==> src/verilog/cpuPkg.sv <==
`default_nettype none

package cpuPkg;

  // Common widths
  typedef logic [31:0] word_t;
  typedef logic [4:0]  regIdx_t;
  typedef logic [6:0]  opcode_t;

  // Major opcodes of the supported RV32I subset
  localparam opcode_t opR      = 7'b0110011;
  localparam opcode_t opImm    = 7'b0010011;
  localparam opcode_t opLoad   = 7'b0000011;
  localparam opcode_t opStore  = 7'b0100011;
  localparam opcode_t opBranch = 7'b1100011;
  localparam opcode_t opJal    = 7'b1101111;

  // funct3 codes for ALU operations
  localparam logic [2:0] f3AddSub = 3'b000;
  localparam logic [2:0] f3Slt    = 3'b010;
  localparam logic [2:0] f3Xor    = 3'b100;
  localparam logic [2:0] f3Or     = 3'b110;
  localparam logic [2:0] f3And    = 3'b111;

  // funct3 codes for branches
  localparam logic [2:0] f3Beq = 3'b000;
  localparam logic [2:0] f3Bne = 3'b001;
  localparam logic [2:0] f3Blt = 3'b100;

  typedef enum logic [2:0] {aluAdd, aluSub, aluAnd, aluOr, aluXor, aluSlt} aluOp_t;

  // Operand source seen by EX
  typedef enum logic [1:0] {fwdReg, fwdWb, fwdMem} fwdSel_t;

  // Memory sizes in words
  localparam int imemWords = 256;
  localparam int dmemWords = 256;

  localparam word_t resetPc = 32'h0000_0000;

endpackage

`default_nettype wire

==> src/verilog/alu.sv <==
`timescale 1ns/1ps
`default_nettype none

module alu import cpuPkg::*;
(
  input  word_t  a,
  input  word_t  b,
  input  aluOp_t op,
  output word_t  result,
  output logic   zero,
  output logic   less
);

  word_t diff;
  logic  overflow;

  assign diff     = a - b;
  assign overflow = (a[31] != b[31]) && (diff[31] != a[31]);

  // Flags for branch decisions
  assign zero = (diff == '0);
  assign less = diff[31] ^ overflow;

  always_comb
  begin
    case (op)
      aluAdd:  result = a + b;
      aluSub:  result = diff;
      aluAnd:  result = a & b;
      aluOr:   result = a | b;
      aluXor:  result = a ^ b;
      aluSlt:  result = {31'b0, less};
      default: result = '0;
    endcase
  end

endmodule

`default_nettype wire

==> src/verilog/controlMain.sv <==
`timescale 1ns/1ps
`default_nettype none

module controlMain import cpuPkg::*;
(
  input  word_t  instr,
  output aluOp_t aluOp,
  output logic   aluSrc,
  output logic   regWrite,
  output logic   memRead,
  output logic   memWrite,
  output logic   memToReg,
  output logic   branch,
  output logic   jump,
  output word_t  imm
);

  opcode_t    opcode;
  logic [2:0] funct3;
  logic       funct7b5;
  word_t      immI, immS, immB, immJ;

  assign opcode   = instr[6:0];
  assign funct3   = instr[14:12];
  assign funct7b5 = instr[30];

  // Immediate formats sign-extended from bit 31
  assign immI = {{20{instr[31]}}, instr[31:20]};
  assign immS = {{20{instr[31]}}, instr[31:25], instr[11:7]};
  assign immB = {{20{instr[31]}}, instr[7], instr[30:25], instr[11:8], 1'b0};
  assign immJ = {{12{instr[31]}}, instr[19:12], instr[20], instr[30:21], 1'b0};

  always_comb
  begin
    // Anything not matched below is a no-op
    aluOp    = aluAdd;
    aluSrc   = 1'b0;
    regWrite = 1'b0;
    memRead  = 1'b0;
    memWrite = 1'b0;
    memToReg = 1'b0;
    branch   = 1'b0;
    jump     = 1'b0;
    imm      = '0;
    case (opcode)
      opR:
      begin
        regWrite = 1'b1;
        case (funct3)
          f3AddSub: aluOp = funct7b5 ? aluSub : aluAdd;
          f3Slt:    aluOp = aluSlt;
          f3Xor:    aluOp = aluXor;
          f3Or:     aluOp = aluOr;
          f3And:    aluOp = aluAnd;
          default:  regWrite = 1'b0;
        endcase
      end
      opImm:
      begin
        // Only addi is supported
        regWrite = (funct3 == f3AddSub);
        aluSrc   = 1'b1;
        imm      = immI;
      end
      opLoad:
      begin
        aluSrc   = 1'b1;
        regWrite = 1'b1;
        memRead  = 1'b1;
        memToReg = 1'b1;
        imm      = immI;
      end
      opStore:
      begin
        aluSrc   = 1'b1;
        memWrite = 1'b1;
        imm      = immS;
      end
      opBranch:
      begin
        // Compare by subtraction for the flags used in MEM
        aluOp  = aluSub;
        branch = 1'b1;
        imm    = immB;
      end
      opJal:
      begin
        jump     = 1'b1;
        regWrite = 1'b1;
        imm      = immJ;
      end
      default: ;
    endcase
  end

endmodule

`default_nettype wire

==> src/verilog/hazardUnit.sv <==
`timescale 1ns/1ps
`default_nettype none

module hazardUnit import cpuPkg::*;
(
  input  regIdx_t idRs1,
  input  regIdx_t idRs2,
  input  regIdx_t exRs1,
  input  regIdx_t exRs2,
  input  regIdx_t exRd,
  input  regIdx_t memRd,
  input  regIdx_t wbRd,
  input  logic    exMemRead,
  input  logic    memRegWrite,
  input  logic    wbRegWrite,
  input  logic    branchTaken,
  input  logic    jump,
  output logic    stall,
  output logic    flushIfId,
  output logic    flushIdEx,
  output logic    flushExMem,
  output fwdSel_t fwdA,
  output fwdSel_t fwdB
);

  logic loadUse;

  // MEM holds the younger result, so it wins over WB
  assign fwdA = (memRegWrite && memRd != '0 && memRd == exRs1) ? fwdMem :
                (wbRegWrite && wbRd != '0 && wbRd == exRs1) ? fwdWb : fwdReg;
  assign fwdB = (memRegWrite && memRd != '0 && memRd == exRs2) ? fwdMem :
                (wbRegWrite && wbRd != '0 && wbRd == exRs2) ? fwdWb : fwdReg;

  // Load in EX feeding the instruction in ID
  assign loadUse = exMemRead && exRd != '0 && (exRd == idRs1 || exRd == idRs2);

  // A taken branch squashes the stalled instruction anyway
  assign stall = loadUse && !branchTaken;

  // A stalled jal waits and redirects one cycle later
  assign flushIfId  = branchTaken || (jump && !loadUse);
  assign flushIdEx  = branchTaken || loadUse;
  assign flushExMem = branchTaken;

endmodule

`default_nettype wire

==> src/verilog/pipelineCore.sv <==
`timescale 1ns/1ps
`default_nettype none

module pipelineCore import cpuPkg::*;
(
  input  logic  clock,
  input  logic  reset,
  output word_t pc,
  input  word_t instr,
  output logic  memWrite,
  output word_t memAddr,
  output word_t memWdata,
  input  word_t memRdata
);

  // IF/ID
  word_t ifIdPc, ifIdInstr;

  // ID stage
  regIdx_t idRs1, idRs2, idRd;
  word_t   idRs1Data, idRs2Data, idImm, jalTarget, nextPc;
  aluOp_t  idAluOp;
  logic    idAluSrc, idRegWrite, idMemRead, idMemWrite, idMemToReg, idBranch, idJump;

  // ID/EX
  word_t   idExPc, idExRs1Data, idExRs2Data, idExImm;
  regIdx_t idExRs1, idExRs2, idExRd;
  logic [2:0] idExFunct3;
  aluOp_t  idExAluOp;
  logic    idExAluSrc, idExRegWrite, idExMemRead, idExMemWrite, idExMemToReg;
  logic    idExBranch, idExJump;

  // EX stage
  fwdSel_t fwdA, fwdB;
  word_t   opA, opB, aluB, aluResult, exResult;
  logic    aluZero, aluLess;

  // EX/MEM
  word_t   exMemResult, exMemStoreData, exMemTarget;
  regIdx_t exMemRd;
  logic [2:0] exMemFunct3;
  logic    exMemRegWrite, exMemMemWrite, exMemMemToReg, exMemBranch, exMemZero, exMemLess;
  logic    branchCond, branchTaken;

  // MEM/WB
  word_t   memWbResult, memWbLoad, wbData;
  regIdx_t memWbRd;
  logic    memWbRegWrite, memWbMemToReg;

  logic stall, flushIfId, flushIdEx, flushExMem;

  // Branch in MEM beats jal in ID
  assign jalTarget = ifIdPc + idImm;
  assign nextPc = branchTaken ? exMemTarget : idJump ? jalTarget : pc + 32'd4;

  always_ff @(posedge clock or negedge reset)
  begin
    if (!reset)
      pc <= resetPc;
    else if (!stall)
      pc <= nextPc;
  end

  // A cleared instruction word decodes as a no-op
  always_ff @(posedge clock or negedge reset)
  begin
    if (!reset)
      ifIdInstr <= '0;
    else if (flushIfId)
      ifIdInstr <= '0;
    else if (!stall)
      ifIdInstr <= instr;
  end

  always_ff @(posedge clock)
  begin
    if (!stall)
      ifIdPc <= pc;
  end

  // Decode
  assign idRs1 = ifIdInstr[19:15];
  assign idRs2 = ifIdInstr[24:20];
  assign idRd  = ifIdInstr[11:7];

  controlMain decoder (
    .instr(ifIdInstr), .aluOp(idAluOp), .aluSrc(idAluSrc), .regWrite(idRegWrite),
    .memRead(idMemRead), .memWrite(idMemWrite), .memToReg(idMemToReg),
    .branch(idBranch), .jump(idJump), .imm(idImm)
  );

  regFile regs (
    .clock(clock), .reset(reset), .rs1(idRs1), .rs2(idRs2), .rd(memWbRd),
    .writeEnable(memWbRegWrite), .writeData(wbData), .rdata1(idRs1Data), .rdata2(idRs2Data)
  );

  hazardUnit hazards (
    .idRs1(idRs1), .idRs2(idRs2), .exRs1(idExRs1), .exRs2(idExRs2), .exRd(idExRd),
    .memRd(exMemRd), .wbRd(memWbRd), .exMemRead(idExMemRead),
    .memRegWrite(exMemRegWrite), .wbRegWrite(memWbRegWrite),
    .branchTaken(branchTaken), .jump(idJump), .stall(stall), .flushIfId(flushIfId),
    .flushIdEx(flushIdEx), .flushExMem(flushExMem), .fwdA(fwdA), .fwdB(fwdB)
  );

  always_ff @(posedge clock or negedge reset)
  begin
    if (!reset)
    begin
      idExRegWrite <= 1'b0;
      idExMemRead  <= 1'b0;
      idExMemWrite <= 1'b0;
      idExMemToReg <= 1'b0;
      idExBranch   <= 1'b0;
      idExJump     <= 1'b0;
    end
    else
    begin
      idExRegWrite <= idRegWrite && !flushIdEx;
      idExMemRead  <= idMemRead && !flushIdEx;
      idExMemWrite <= idMemWrite && !flushIdEx;
      idExMemToReg <= idMemToReg && !flushIdEx;
      idExBranch   <= idBranch && !flushIdEx;
      idExJump     <= idJump && !flushIdEx;
    end
  end

  always_ff @(posedge clock)
  begin
    idExPc      <= ifIdPc;
    idExRs1Data <= idRs1Data;
    idExRs2Data <= idRs2Data;
    idExImm     <= idImm;
    idExRs1     <= idRs1;
    idExRs2     <= idRs2;
    idExRd      <= idRd;
    idExFunct3  <= ifIdInstr[14:12];
    idExAluOp   <= idAluOp;
    idExAluSrc  <= idAluSrc;
  end

  // Execute with forwarded operands
  assign opA = (fwdA == fwdMem) ? exMemResult : (fwdA == fwdWb) ? wbData : idExRs1Data;
  assign opB = (fwdB == fwdMem) ? exMemResult : (fwdB == fwdWb) ? wbData : idExRs2Data;
  assign aluB = idExAluSrc ? idExImm : opB;

  alu execAlu (
    .a(opA), .b(aluB), .op(idExAluOp), .result(aluResult), .zero(aluZero), .less(aluLess)
  );

  // jal writes its link address
  assign exResult = idExJump ? idExPc + 32'd4 : aluResult;

  always_ff @(posedge clock or negedge reset)
  begin
    if (!reset)
    begin
      exMemRegWrite <= 1'b0;
      exMemMemWrite <= 1'b0;
      exMemMemToReg <= 1'b0;
      exMemBranch   <= 1'b0;
    end
    else
    begin
      exMemRegWrite <= idExRegWrite && !flushExMem;
      exMemMemWrite <= idExMemWrite && !flushExMem;
      exMemMemToReg <= idExMemToReg && !flushExMem;
      exMemBranch   <= idExBranch && !flushExMem;
    end
  end

  always_ff @(posedge clock)
  begin
    exMemResult    <= exResult;
    exMemStoreData <= opB;
    exMemTarget    <= idExPc + idExImm;
    exMemRd        <= idExRd;
    exMemFunct3    <= idExFunct3;
    exMemZero      <= aluZero;
    exMemLess      <= aluLess;
  end

  // Branch decision in MEM
  always_comb
  begin
    case (exMemFunct3)
      f3Beq:   branchCond = exMemZero;
      f3Bne:   branchCond = !exMemZero;
      f3Blt:   branchCond = exMemLess;
      default: branchCond = 1'b0;
    endcase
  end

  assign branchTaken = exMemBranch && branchCond;

  assign memWrite = exMemMemWrite;
  assign memAddr  = exMemResult;
  assign memWdata = exMemStoreData;

  always_ff @(posedge clock or negedge reset)
  begin
    if (!reset)
    begin
      memWbRegWrite <= 1'b0;
      memWbMemToReg <= 1'b0;
    end
    else
    begin
      memWbRegWrite <= exMemRegWrite;
      memWbMemToReg <= exMemMemToReg;
    end
  end

  always_ff @(posedge clock)
  begin
    memWbResult <= exMemResult;
    memWbLoad   <= memRdata;
    memWbRd     <= exMemRd;
  end

  // Writeback select
  assign wbData = memWbMemToReg ? memWbLoad : memWbResult;

endmodule

`default_nettype wire

==> src/verilog/regFile.sv <==
`timescale 1ns/1ps
`default_nettype none

module regFile import cpuPkg::*;
(
  input  logic    clock,
  input  logic    reset,
  input  regIdx_t rs1,
  input  regIdx_t rs2,
  input  regIdx_t rd,
  input  logic    writeEnable,
  input  word_t   writeData,
  output word_t   rdata1,
  output word_t   rdata2
);

  // x0 has no storage
  word_t regs [1:31];

  always_ff @(posedge clock or negedge reset)
  begin
    if (!reset)
    begin
      for (int i = 1; i < 32; i++)
        regs[i] <= '0;
    end
    else if (writeEnable && rd != '0)
      regs[rd] <= writeData;
  end

  // WB write bypasses to the ID read in the same cycle
  assign rdata1 = (rs1 == '0) ? '0 : (writeEnable && rd == rs1) ? writeData : regs[rs1];
  assign rdata2 = (rs2 == '0) ? '0 : (writeEnable && rd == rs2) ? writeData : regs[rs2];

endmodule

`default_nettype wire
==> config.mk <==
export PLATFORM = sky130hd
export DESIGN_NAME = pipelineCore
export DESIGN_NICKNAME = d
export VERILOG_FILES = /design/src/verilog/cpuPkg.sv /design/src/verilog/alu.sv /design/src/verilog/controlMain.sv /design/src/verilog/hazardUnit.sv /design/src/verilog/pipelineCore.sv /design/src/verilog/regFile.sv
export SDC_FILE = /design/constraint.sdc
export NUM_CORES = 2
export LEC_CHECK = 0
export BUFFER_PORTS_ARGS = -buffer_cell sky130_fd_sc_hd__buf_2
export CAP_MARGIN = 5
export CORE_ASPECT_RATIO = 0.7
export CORE_MARGIN = 5
export CORE_UTILIZATION = 55
export DETAILED_ROUTE_END_ITERATION = 8
export HOLD_SLACK_MARGIN = 0.02
export MAX_ROUTING_LAYER = met4
export PLACE_DENSITY_LB_ADDON = 0.12
export REMOVE_ABC_BUFFERS = 1
export SLEW_MARGIN = 25
export SYNTH_ARGS = -nofsm -noshare
export SYNTH_HDL_FRONTEND = slang
export SYNTH_SLANG_ARGS = --single-unit
export TNS_END_PERCENT = 20
==> constraint.sdc <==
create_clock -name clock -period 6.3 [get_ports clock]
set_input_delay 1.26 -clock clock [delete_from_list [all_inputs] [get_ports clock]]
set_output_delay 1.26 -clock clock [all_outputs]
set_load 0.005 [all_outputs]
==> metrics.txt <==
status=complete, but fails checks; failing checks=setup timing; CTS Hold Buffers Added=0; setup TNS=-0.508 ns; die area=0.142 sq mm; Max clock buf depth=3; # setup viols final=1; Tot Pwr=21.7 mW; met1 wire length=112,000 microns; Remaining Overflow, GRT=0; Worst-Skew Late Latency=0.81 ns; Crit path required time=7.00 ns; Slew Viols, Final=0; crit path kind=reg -> reg; unrepaired setup endpoints after global routing=true; critical path arrival=7.51 ns; DRT Wirelength=267,000 microns; Post-synth top flop=dfrtp_1; Synth cell types=92; skew final=0.0325 ns; Lkg Pwr=36.8 nW; DR vias/cell=6.56; drt initial violations=7,942; P per Cell Area=256 mW/mm^2; crit-path leading delay family=simple AND/OR/NAND/NOR gates; Top Layer Used=met4; Startpoint Class=register; GRT Util Overall=0.385; fill count=10,700; Tmin final=6.81 ns; Final GP Congestion=1.02; CTS buffer count=143; maximum VDD drop=301 uV; Hold/Removal Path Class=reg -> reg; vias in the first global route=57,000; CTS H-tree depth=4; Layout Cells excl Fill=9,052; drt pass-1 iters=6; Core Area=0.134 sq mm; CP endpoint kind=register; initial antenna violation count=20; Post-synth EDFFs=32; Synth area leaders=dfrtp_1 36%, mux4_2 17%, dfxtp_1 8.5%; register area share after synthesis=0.458; Antenna Nets Post-Route=0; Vias=59,400; WL/cell=29.5 microns; CP max-delay cell=fa_2; area leader, netlist=dfrtp_1; CTS tree=built; syn avg cell area=10.6 sq um; MaxCap Viol Count=0; die height=317 microns; maximum achievable frequency=0.147 GHz; DR WL met2=117,000 microns; worst setup margin=-0.508 ns; layout cells sized above 1=0.234; clock slew at reported path FFs=0.07 ns; Post-DP HPWL=174,000 microns; share of the synthesized area in the top cell type=0.360; cells after synthesis=6,996; CTS Root Cell=clkbuf_16; Buffers on Ports=162; Layout Utilization=0.633; post-route clock period utilization=1.08; relative slew slack=0.249; Crit Path Max Fanout=10; Place WS=-0.998 ns; slowest stage delay, CP=0.48 ns; FF+latch count, synth=1,413; placed cell count=8,770; global-route wire length before repair=393,000 microns; most used cell, CP=buf_4; Initial Utilization=0.555; synth-to-layout area growth=14.0%; I/O pin total=163; Mapped Area=0.0742 sq mm; Placed Area=0.0791 sq mm; final hold slack=0.327 ns; Design Area, Final=0.0845 sq mm; drt drc=0; Clock Sinks=1,413; asr flop ratio synth=0.755; Hold Vio Cnt, Final=0; WP buf/inv=6; Die X=449 microns; largest net degree at the start of global routing=173; metal3 WL=27,700 microns; layout net count=7,392; total of warnings raised by yosys=0; Tightest Pin Transition=1.12 ns; Rows=112
report_power, final:
part	internal (mW)	switching, mW	total, mW
sequential	9.48	0.441	9.92
clock	5.20	3.80	9.00
combinational	1.12	1.64	2.76
sequential cells by signal, indices dropped and copies added (netlist names), 3 cells and up:
signal,cells
exMemTarget,32
exMemRd,5
idExRs1Data,32
memAddr,32
idExRs2,5
idExImm,21
idExRd,5
ifIdPc,32
regs.regs,992
idExPc,32
exMemFunct3,3
idExRs2Data,32
memWbResult,32
pc,32
memWbRd,5
idExAluOp,3
ifIdInstr,32
memWbLoad,32
idExRs1,5
memWdata,32
idExFunct3,3
synth_stat cells (26+ instances only):
master / instances
o22ai_1: 30
nand2_1: 880
inv_1: 120
xor2_1: 57
clkbuf_1: 510
nor2_1: 647
ha_1: 159
xnor2_1: 108
nand2b_1: 26
nor3_1: 45
nand4_1: 30
o21ai_0: 815
mux2_2: 119
a21o_1: 69
mux2i_1: 135
a22o_1: 73
nand3_1: 50
and2_1: 26
o21a_1: 54
edfxtp_1: 32
dfxtp_1: 314
dfrtp_1: 1067
mux4_2: 576
a21oi_1: 642
buf_1: 75
kinds of logic (layout without fill, tap and decap cells):
logic type	count (synthesis)	count (layout)	synth area share
buffers and inverters	720	999	0.0368
adder cells (fa/ha/maj)	164	164	0.0282
flip-flops	1413	1413	0.458
other	0	10	0
AO/OA/AOI/OAI	1879	1879	0.144
AND/OR/NAND/NOR	1825	1825	0.102
XOR/XNOR	165	165	0.0195
multiplexers	830	830	0.211
what timing repair did:
| item | 4_1_cts | 5_1_grt |
|---|---|---|
| gates resized for setup | 63 | 2 |
| pin swaps | 23 | 2 |
| buffers inserted | 10 | 0 |
| cloned | 1 | 0 |
| setup endpoints to repair | 1 | 1 |
area by class of cell:
type,count,area [sq um],area share
clock buffer,204,4240,0.0502
inverter,121,454,0.00537
clock inverter,54,653,0.00773
multi-input combinational,4863,38200,0.452
tap,1767,2210,0.0262
antenna,10,25.0,0.000296
timing repair buffer,620,4700,0.0557
sequential,1413,34000,0.402
worst paths after layout:
check | endpoint | cells after the start | from | slack (ns)
max | exMemZero | 33 | memWbRd[4] | -0.51
min | exMemFunct3[2] | 0 | idExFunct3[2] | 0.33
max reg2reg | exMemZero | 33 | memWbRd[4] | -0.51
min reg2reg | exMemFunct3[2] | 0 | idExFunct3[2] | 0.33
max in group asynchronous | regs.regs[183] | 2 | reset | 4.26
min in group asynchronous | ifIdInstr[23] | 1 | reset | 0.52
worst reg2reg max path, delay by kind of cell, from the launching register on:
kind / cells / cell delay [ns]
simple gates: 16 / 3.21
fa+ha+maj: 2 / 0.71
compound gates: 8 / 1.39
xor+xnor: 1 / 0.11
flops: 1 / 0.38
buf+inv: 6 / 0.91
metal layers:
layer	global-route usage	vias up
li1	-	25600
met1	0.542	30000
met2	0.554	3257
met3	0.0890	585
met4	0.137	0
met5	-	-
cells in the final DEF (no fill, tap or decap), types with 21 or more instances in the layout:
cell       instances
dfrtp_1         1055
nand2_1          865
o21ai_0          808
a21oi_1          638
nor2_1           631
mux4_2           576
buf_4            421
dfxtp_1          308
buf_2            161
ha_1             154
clkbuf_16        148
inv_1            119
mux2_2           116
xnor2_1          104
mux2i_1          103
a22o_1            73
a21o_1            69
xor2_1            57
o21a_1            54
nand3_1           49
nor3_1            42
clkbuf_8          33
edfxtp_1          32
nand4_1           30
o22ai_1           30
and2_1            26
nand2b_1          25
a31oi_1           24
and3_1            23
clkbuf_1          23
mux2i_2           22
o21bai_1          21
clkinv_2          21
buf_12            21
(Power assumes the default switching activity.)
